### src/source/shadow_pkg.sv
package shadow_pkg;

  // number of shadowed buffers
  localparam int NUM_BUFS = 4;

  // words per buffer
  localparam int DEPTH = 16;

  localparam int ADDR_W = 4;
  localparam int DATA_W = 8;

  // tag width on the write streams
  localparam int BUF_ID_W = 2;

  // word address inside one buffer
  typedef logic [ADDR_W-1:0] addr_t;

  // one buffer word, same for every buffer
  typedef logic [DATA_W-1:0] data_t;

  // selects the target buffer
  typedef logic [BUF_ID_W-1:0] buf_id_t;

endpackage

### src/source/shadow_lane_if.sv
interface shadow_lane_if;
  import shadow_pkg::*;

  // implementation side write strobe
  logic  impl_wen;
  addr_t impl_addr;
  data_t impl_data;

  // golden side write strobe
  logic  gold_wen;
  addr_t gold_addr;
  data_t gold_data;

  modport router (
    output impl_wen, impl_addr, impl_data,
    output gold_wen, gold_addr, gold_data
  );

  modport pair (
    input impl_wen, impl_addr, impl_data,
    input gold_wen, gold_addr, gold_data
  );

endinterface

### src/source/lane_result_if.sv
interface lane_result_if;
  import shadow_pkg::*;

  // one-cycle scan request
  logic  compare;

  // sticky once the scan ends
  logic  done;
  logic  mismatch;
  addr_t mismatch_addr;

  modport collector (
    output compare,
    input  done, mismatch, mismatch_addr
  );

  modport pair (
    input  compare,
    output done, mismatch, mismatch_addr
  );

endinterface

### src/source/session_window.sv
module session_window (
  input  logic clk,
  input  logic rst,
  input  logic start,
  input  logic finish,
  output logic recording,
  output logic compare
);

  logic started;
  logic finished;
  logic closing;

  // finish only counts while the window is open
  assign closing = recording && finish;

  assign recording = started && !finished;

  // one-shot open, a start after finish stays ignored
  always_ff @(posedge clk) begin
    if (rst) begin
      started <= 1'b0;
    end else if (start) begin
      started <= 1'b1;
    end
  end

  always_ff @(posedge clk) begin
    if (rst) begin
      finished <= 1'b0;
    end else if (closing) begin
      finished <= 1'b1;
    end
  end

  // pulse lands in the first cycle with recording low
  always_ff @(posedge clk) begin
    if (rst) begin
      compare <= 1'b0;
    end else begin
      compare <= closing;
    end
  end

endmodule

### src/source/write_router.sv
module write_router (
  input  logic                recording,
  input  logic                impl_wen,
  input  shadow_pkg::buf_id_t impl_buf,
  input  shadow_pkg::addr_t   impl_addr,
  input  shadow_pkg::data_t   impl_data,
  input  logic                gold_wen,
  input  shadow_pkg::buf_id_t gold_buf,
  input  shadow_pkg::addr_t   gold_addr,
  input  shadow_pkg::data_t   gold_data,
  shadow_lane_if.router       lanes [shadow_pkg::NUM_BUFS]
);
  import shadow_pkg::*;

  logic impl_live;
  logic gold_live;

  // writes outside the window never reach a lane
  assign impl_live = recording && impl_wen;
  assign gold_live = recording && gold_wen;

  for (genvar g = 0; g < NUM_BUFS; g++) begin : g_lane
    // tag decode to one strobe per stream
    assign lanes[g].impl_wen = impl_live && (impl_buf == buf_id_t'(g));
    assign lanes[g].gold_wen = gold_live && (gold_buf == buf_id_t'(g));

    // address and data go to every lane
    assign lanes[g].impl_addr = impl_addr;
    assign lanes[g].impl_data = impl_data;
    assign lanes[g].gold_addr = gold_addr;
    assign lanes[g].gold_data = gold_data;
  end

endmodule

### src/source/buffer_pair.sv
module buffer_pair (
  input  logic        clk,
  input  logic        rst,
  shadow_lane_if.pair lane,
  lane_result_if.pair result
);
  import shadow_pkg::*;

  data_t impl_mem [DEPTH];
  data_t gold_mem [DEPTH];

  logic  busy;
  addr_t scan_addr;
  logic  scan_last;

  // read stage of the scan
  logic  chk_valid;
  logic  chk_last;
  addr_t chk_addr;
  data_t rd_impl;
  data_t rd_gold;

  assign scan_last = (scan_addr == addr_t'(DEPTH - 1));

  // both sides start from zero so unwritten words agree
  always_ff @(posedge clk) begin
    if (rst) begin
      for (int i = 0; i < DEPTH; i++) begin
        impl_mem[i] <= '0;
        gold_mem[i] <= '0;
      end
    end else begin
      if (lane.impl_wen) begin
        impl_mem[lane.impl_addr] <= lane.impl_data;
      end
      if (lane.gold_wen) begin
        gold_mem[lane.gold_addr] <= lane.gold_data;
      end
    end
  end

  // address walk
  always_ff @(posedge clk) begin
    if (rst) begin
      busy      <= 1'b0;
      scan_addr <= '0;
      chk_valid <= 1'b0;
      chk_last  <= 1'b0;
    end else begin
      chk_valid <= busy;
      chk_last  <= busy && scan_last;
      if (result.compare && !busy) begin
        busy      <= 1'b1;
        scan_addr <= '0;
      end else if (busy) begin
        scan_addr <= scan_addr + 1'b1;
        if (scan_last) begin
          busy <= 1'b0;
        end
      end
    end
  end

  always_ff @(posedge clk) begin
    rd_impl  <= impl_mem[scan_addr];
    rd_gold  <= gold_mem[scan_addr];
    chk_addr <= scan_addr;
  end

  // ascending walk, so the first hit is the lowest address
  always_ff @(posedge clk) begin
    if (rst) begin
      result.done          <= 1'b0;
      result.mismatch      <= 1'b0;
      result.mismatch_addr <= '0;
    end else if (chk_valid) begin
      if (rd_impl != rd_gold && !result.mismatch) begin
        result.mismatch      <= 1'b1;
        result.mismatch_addr <= chk_addr;
      end
      if (chk_last) begin
        result.done <= 1'b1;
      end
    end
  end

endmodule

### src/source/mismatch_collector.sv
module mismatch_collector (
  input  logic                 clk,
  input  logic                 rst,
  input  logic                 compare,
  lane_result_if.collector     results [shadow_pkg::NUM_BUFS],
  output logic                 done,
  output logic                 mismatch,
  output shadow_pkg::buf_id_t  mismatch_buf,
  output shadow_pkg::addr_t    mismatch_addr
);
  import shadow_pkg::*;

  logic [NUM_BUFS-1:0] lane_done;
  logic [NUM_BUFS-1:0] lane_mis;
  addr_t               lane_addr [NUM_BUFS];

  logic    all_done;
  buf_id_t sel_buf;
  addr_t   sel_addr;

  for (genvar g = 0; g < NUM_BUFS; g++) begin : g_lane
    // every scan starts on the same pulse
    assign results[g].compare = compare;
    assign lane_done[g]       = results[g].done;
    assign lane_mis[g]        = results[g].mismatch;
    assign lane_addr[g]       = results[g].mismatch_addr;
  end

  assign all_done = &lane_done;

  // lowest-numbered failing lane wins
  always_comb begin
    sel_buf  = '0;
    sel_addr = '0;
    for (int i = NUM_BUFS - 1; i >= 0; i--) begin
      if (lane_mis[i]) begin
        sel_buf  = buf_id_t'(i);
        sel_addr = lane_addr[i];
      end
    end
  end

  always_ff @(posedge clk) begin
    if (rst) begin
      done     <= 1'b0;
      mismatch <= 1'b0;
    end else if (all_done && !done) begin
      done     <= 1'b1;
      mismatch <= |lane_mis;
    end
  end

  // report fields, held once done is set
  always_ff @(posedge clk) begin
    if (all_done && !done) begin
      mismatch_buf  <= sel_buf;
      mismatch_addr <= sel_addr;
    end
  end

endmodule

### src/source/shadow_check_top.sv
module shadow_check_top (
  input  logic                clk,
  input  logic                rst,
  input  logic                start,
  input  logic                finish,
  input  logic                impl_wen,
  input  shadow_pkg::buf_id_t impl_buf,
  input  shadow_pkg::addr_t   impl_addr,
  input  shadow_pkg::data_t   impl_data,
  input  logic                gold_wen,
  input  shadow_pkg::buf_id_t gold_buf,
  input  shadow_pkg::addr_t   gold_addr,
  input  shadow_pkg::data_t   gold_data,
  output logic                recording,
  output logic                done,
  output logic                mismatch,
  output shadow_pkg::buf_id_t mismatch_buf,
  output shadow_pkg::addr_t   mismatch_addr
);
  import shadow_pkg::*;

  logic compare;

  shadow_lane_if lane_bus [NUM_BUFS] ();
  lane_result_if result_bus [NUM_BUFS] ();

  session_window u_window (
    .clk       (clk),
    .rst       (rst),
    .start     (start),
    .finish    (finish),
    .recording (recording),
    .compare   (compare)
  );

  write_router u_router (
    .recording (recording),
    .impl_wen  (impl_wen),
    .impl_buf  (impl_buf),
    .impl_addr (impl_addr),
    .impl_data (impl_data),
    .gold_wen  (gold_wen),
    .gold_buf  (gold_buf),
    .gold_addr (gold_addr),
    .gold_data (gold_data),
    .lanes     (lane_bus)
  );

  // one implementation/golden pair per buffer
  for (genvar g = 0; g < NUM_BUFS; g++) begin : g_pair
    buffer_pair u_pair (
      .clk    (clk),
      .rst    (rst),
      .lane   (lane_bus[g]),
      .result (result_bus[g])
    );
  end

  mismatch_collector u_collector (
    .clk           (clk),
    .rst           (rst),
    .compare       (compare),
    .results       (result_bus),
    .done          (done),
    .mismatch      (mismatch),
    .mismatch_buf  (mismatch_buf),
    .mismatch_addr (mismatch_addr)
  );

endmodule

### config.mk
export PLATFORM = sky130hd
export DESIGN_NAME = shadow_check_top
export DESIGN_NICKNAME = d
export VERILOG_FILES = /design/src/source/shadow_pkg.sv /design/src/source/shadow_lane_if.sv /design/src/source/lane_result_if.sv /design/src/source/session_window.sv /design/src/source/write_router.sv /design/src/source/buffer_pair.sv /design/src/source/mismatch_collector.sv /design/src/source/shadow_check_top.sv
export SDC_FILE = /design/constraint.sdc
export NUM_CORES = 2
export LEC_CHECK = 0
export ABC_AREA = 1
export BUFFER_PORTS_ARGS = -buffer_cell sky130_fd_sc_hd__buf_2
export CORE_MARGIN = 8
export CORE_UTILIZATION = 68
export CTS_CLUSTER_DIAMETER = 80
export DETAILED_ROUTE_END_ITERATION = 10
export PLACE_DENSITY_LB_ADDON = 0.05
export REMOVE_ABC_BUFFERS = 1
export SYNTH_ARGS = -nofsm -noshare
export SYNTH_HDL_FRONTEND = slang
export SYNTH_SLANG_ARGS = --single-unit
### constraint.sdc
create_clock -name clk -period 4.2 [get_ports clk]
set_input_delay 0.42 -clock clk [delete_from_list [all_inputs] [get_ports clk]]
set_output_delay 0.42 -clock clk [all_outputs]
set_load 0.005 [all_outputs]
# After elaboration in Yosys (flattened, before gate mapping)
# Memories as Yosys holds them, arrays and structs flattened. A register that Yosys moved wholly into a read port is not among the register bits.
# Cells that the tools add are included.
# Widths: inputs -> output; s select.
# word_totals
reg_bits	79
ram_bits	1024
out_inout_bits	9
elab_cells	195
memories	8
# mem_list
name	depth	word_bits	rd	rd_ports_with_merged_regs	wr	line	source
g_pair[0].u_pair.gold_mem	16	8	1	1	16	buffer_pair.sv:10	data_t gold_mem [DEPTH];
g_pair[0].u_pair.impl_mem	16	8	1	1	16	buffer_pair.sv:9	data_t impl_mem [DEPTH];
g_pair[1].u_pair.gold_mem	16	8	1	1	16	buffer_pair.sv:10	
g_pair[1].u_pair.impl_mem	16	8	1	1	16	buffer_pair.sv:9	
g_pair[2].u_pair.gold_mem	16	8	1	1	16	buffer_pair.sv:10	
g_pair[2].u_pair.impl_mem	16	8	1	1	16	buffer_pair.sv:9	
+2 memories	--	--	--	--	--	--	
# op_classes
add_sub_neg	4
eq_ne	14
n_mux	69
reduce_logical	60
# op_table
op	n
$mux 8	8
$reduce_or 8->1	8
$mux 4	12
$mux 1	47
$ne 8x8->1	4
$logic_and 1x1->1	25
$add 4x1->4 const B	4
$eq 4x4->1 const B	4
$reduce_and 2->1	8
$logic_not 1->1	10
$reduce_or 2->1	5
$eq 2x2->1 const B	4
$eq 2x1->1 const B	2
$logic_not 2->1	2
$mux 2	2
$reduce_and 4->1	1
$reduce_or 4->1	1

# Longest topological paths before layout
# depth
word_depth	9
mapped_depth	9
mapped_depth_nobuf	9

# Cells and area by module
# From an unflattened synthesis, not the netlist that was laid out.
# unflattened
cells_unflattened	5115
area_unflattened_um2	51443.1
# modules_own_cells
mod	instances	cells_each	area_each_um2	seq_area_each_um2
buffer_pair (g_pair[1].u_pair ...)	3	1230	12498.2	8348.0
buffer_pair (g_pair[0].u_pair)	1	1229	12572.1	8348.0
write_router	1	118	803.3	0.0
mismatch_collector	1	67	478.0	220.2
session_window	1	11	95.1	60.1

# Least setup slack after synthesis
# No wires, ideal clock.
# synth_timing
kind	input to register
startpoint	input port rst
endpoint	memory g_pair[1].u_pair.impl_mem[15][0] (netlist name) (enable)
t_arrival_ps	1509
setup_slack_ps	2362
stages	6
n_path_buf	3
path_cell_list	buf_2 buf_2 nor2_2 buf_6 nand2_2 nand2_1
# synth_rtl
item	line	source
start, declared	shadow_check_top.sv:3	input logic rst,
end, declared	buffer_pair.sv:9	

==> qor.txt <==
synth cell count leaders: nor2_1 (1744), edfxtp_1 (1030), o21ai_0 (509)
critical path's slowest cell: nor2_2
Worst setup EP type: flop
DIE HEIGHT: 287 microns
Tmin final: 2.80 ns
starting DRC count in detailed routing: 5235
Hold EP: g_pair[1].u_pair.impl_mem[10][5]$_SDFFCE_PN0P_
Post-synth EDFFs: 1030
total gr overflow: 0
R2R Setup Slk: 1.40 ns
startpoint types: flop
type of the worst setup path: reg2reg
CP Buf/Inv Count: 1
Routed WL per cell: 22.5 microns
DR vias/cell: 6.23
max incr delay on CP: 0.72 ns
RSZ-0062 raised after global routing: no
Cell Chain, Critical Path: inv_2 > nand2_1 > nor2_2 > nand3_1 > nor2_2 > nand2_1 > nand2_1
initial antenna violation count: 3
Chip Width: 287 microns
met3 GRT Util: 0.0603
Core Box Area: 73000 sq um
status: complete, no violations
worst endpoint required time: 4.54 ns
top-area cell type share of the netlist area: 0.618
drt first pass iters: 6
Clk pin slew, worst setup/hold paths: 0.06 ns
CTS tree: built
mapped cell area: 50100 sq um
DR vias: 36700
ANT nets after route: 0
slew margin rel.: 0.0933
port buffer count: 42
RePlAce Congestion: 0.892
R2R depth: 7
DIE AREA: 82600 sq um
Clk Latency, worst-skew pair: 0.68 ns
placed cell area: 50600 sq um
Setup WS post-layout: 1.40 ns
Ys Warns: 0
count leader, synth: nor2_1
IO Pins: 43
Tcrit/Tclk final: 0.666
Rows: 99
fillcell total: 4975
Max Clk Rate: 357 MHz
Hold Path Class: in2reg
synthesized flop and latch total: 1167
Post-Place Worst Slack: 1.34 ns
Synth Flop Type: edfxtp_1
Yosys top cell by area: edfxtp_1
origin of the critical flop-to-flop path: u_window.finished$_SDFFE_PP0P_
CTS Buf Count: 113
P&R area growth vs syn: 9.05%
first-pass GRT wire length: 200 mm
Setup Skew: 0.0208 ns
Synth Area per Inst: 10.2 sq um
Design Area, Final: 54600 sq um
Post-Synthesis Cells: 4931
Sequential Power Share: 0.522
vias in the first global route: 34500
GRT met1 Usage: 0.449
Pwr per Cell Area: 461 nW/um^2
layout cells sized above 1: 0.0825
switching share of power: 0.222
starting density of the core: 0.686
# DRC: 0
Comb pwr share: 0.053
clk buf depth: 3
max cap viols: 0
Final setup viols: 0
share of flip-flops with an asynchronous set or reset: 0
final hold viol count: 0
hold path cells: 3
cell mode on critical path: nand2_1
Max H-tree Level: 3
P_int: 19.6 mW
HP Start: impl_data[5]
gr usage total: 0.315
worst r2r dst: g_pair[0].u_pair.impl_mem[6][4]$_SDFFCE_PN0P_
# resized after CTS: 0
sequential share of the synthesized area: 0.673
worst-case vdd ir drop: 0.447 mV
busiest layer in global routing: met2
met2 Use GR: 0.482
crit-path max FO: 12
Largest delay share family, worst path: simple AND/OR/NAND/NOR gates
DP HPWL: 82.0 mm
Psw: 5.58 mW
Slew Viols, Final: 0
Synth area leaders: edfxtp_1 (62%), nor2_1 (13%), dfxtp_1 (5.5%)
clock power share: 0.424
Sink Count: 1167
Slew @ Worst Pin: 1.36 ns
Cell variety after synth: 28
post-CTS setup repair buffer count: 0
fin nets: 4873
root buffer selected by CTS: clkbuf_16
cell leakage power: 21.1 nW
final WL: 132 mm
data arrival time of the worst path: 3.14 ns
largest net degree at the start of global routing: 114
## layout make-up
type / instances / area [sq um] / share of cell area
Clock buffer: 145 / 3150 / 0.0576
Tap cell: 959 / 1200 / 0.0220
Sequential cell: 1167 / 33700 / 0.617
Timing Repair Buffer: 109 / 743 / 0.0136
Antenna cell: 1 / 2.50 / 0.0000458
Clock inverter: 68 / 785 / 0.0144
Multi-Input combinational cell: 3318 / 14500 / 0.266
Inverter: 126 / 492 / 0.00901
## layer usage
metal	wire, microns	up-vias
met5	23	-
li1	-	16700
met3	16400	359
met2	59500	2427
met4	5730	4
met1	50700	17300
## placed cells by master, fill, tap and decap left out, types with 7 or more instances in the layout
cell type and n:
a21oi_1 43, buf_2 42, buf_4 63, bufinv_16 17
clkbuf_1 16, clkbuf_16 117, clkbuf_8 11, clkinv_1 25
clkinv_2 34, clkinvlp_4 7, dfxtp_1 129, edfxtp_1 1030
inv_1 90, inv_2 16, nand2_1 467, nand2_2 74
nand3_1 156, nor2_1 1744, nor2_2 9, nor3_1 8
o211ai_1 128, o21ai_0 509, o21ai_1 20, o22ai_1 128
xnor2_1 12
## worst min-delay path: cells and delay by family
kind,cells,cell delay [ns]
AND/OR/NAND/NOR,1,0.16
buffers and inverters,2,0.28
## what timing repair did
item                                    in CTS  in global routing
hold buffers                                 2                  0
endpoints found under the hold margin        2                  0
endpoints found under the setup margin       0                  0
## flip-flops by register name, indices dropped and copies added, names as in the netlist, 2 cells and up
name	flops
g_pair.u_pair.gold_mem	512
g_pair.u_pair.result.done	4
u_collector.mismatch_buf	2
g_pair.u_pair.rd_gold	32
g_pair.u_pair.result.mismatch_addr	16
u_collector.mismatch_addr	4
g_pair.u_pair.chk_last	4
g_pair.u_pair.chk_addr	16
g_pair.u_pair.chk_valid	4
g_pair.u_pair.rd_impl	32
g_pair.u_pair.result.mismatch	4
g_pair.u_pair.impl_mem	512
g_pair.u_pair.busy	4
g_pair.u_pair.scan_addr	16
## kinds of logic after synthesis
| family | count (synthesis) | synth area share |
|---|---|---|
| and+or+nand+nor | 2469 | 0.194 |
| DFF | 1167 | 0.673 |
| AOI/OAI and AO/OA | 829 | 0.0925 |
| buffers and inverters | 446 | 0.0371 |
| xor gates and xnor gates | 16 | 0.00280 |
| adders and majority gates | 4 | 0.00100 |
## metrics by stage
step                instances  hold WS (ns)  power (mW)  setup TNS, ns   util
CTS                      5892         0.291        25.1              0  0.748
detailed placement       5677         0.353        14.7              0  0.694
floorplan                4611         0.378        14.1         -0.912      -
global route             5892         0.303        25.7              0  0.748
global placement         5677         0.340        14.7              0  0.694
finish                   5893         0.308        25.2              0  0.748
## worst max-delay path by stage
stage                                               endpoint                                        from  cells past startpoint  slack [ns]
2_1_floorplan            g_pair[0].u_pair.rd_gold[0]$_DFF_P_  g_pair[0].u_pair.scan_addr[0]$_SDFFE_PP0P_                      5       -0.02
3_3_place_gp   g_pair[0].u_pair.impl_mem[3][1]$_SDFFCE_PN0P_                                    impl_wen                      7        1.39
3_5_place_dp   g_pair[0].u_pair.impl_mem[7][1]$_SDFFCE_PN0P_                                    impl_wen                      7        1.34
4_1_cts        g_pair[0].u_pair.impl_mem[7][1]$_SDFFCE_PN0P_              u_window.finished$_SDFFE_PP0P_                      7        1.44
5_1_grt                  g_pair[0].u_pair.rd_gold[3]$_DFF_P_  g_pair[0].u_pair.scan_addr[0]$_SDFFE_PP0P_                      6        1.19
6_report       g_pair[0].u_pair.impl_mem[6][4]$_SDFFCE_PN0P_              u_window.finished$_SDFFE_PP0P_                      7        1.40
## power by group through the flow
stage / Clock, mW / Combinational [mW] / Sequential, mW
finish: 10.7 / 1.35 / 13.1
global route: 11.1 / 1.45 / 13.2
CTS: 10.7 / 1.31 / 13.1
detailed placement: 0 / 1.30 / 13.4
global placement: 0 / 1.28 / 13.4
floorplan: 0 / 0.761 / 13.4
Note: power is estimated with default switching activity, not from simulation.
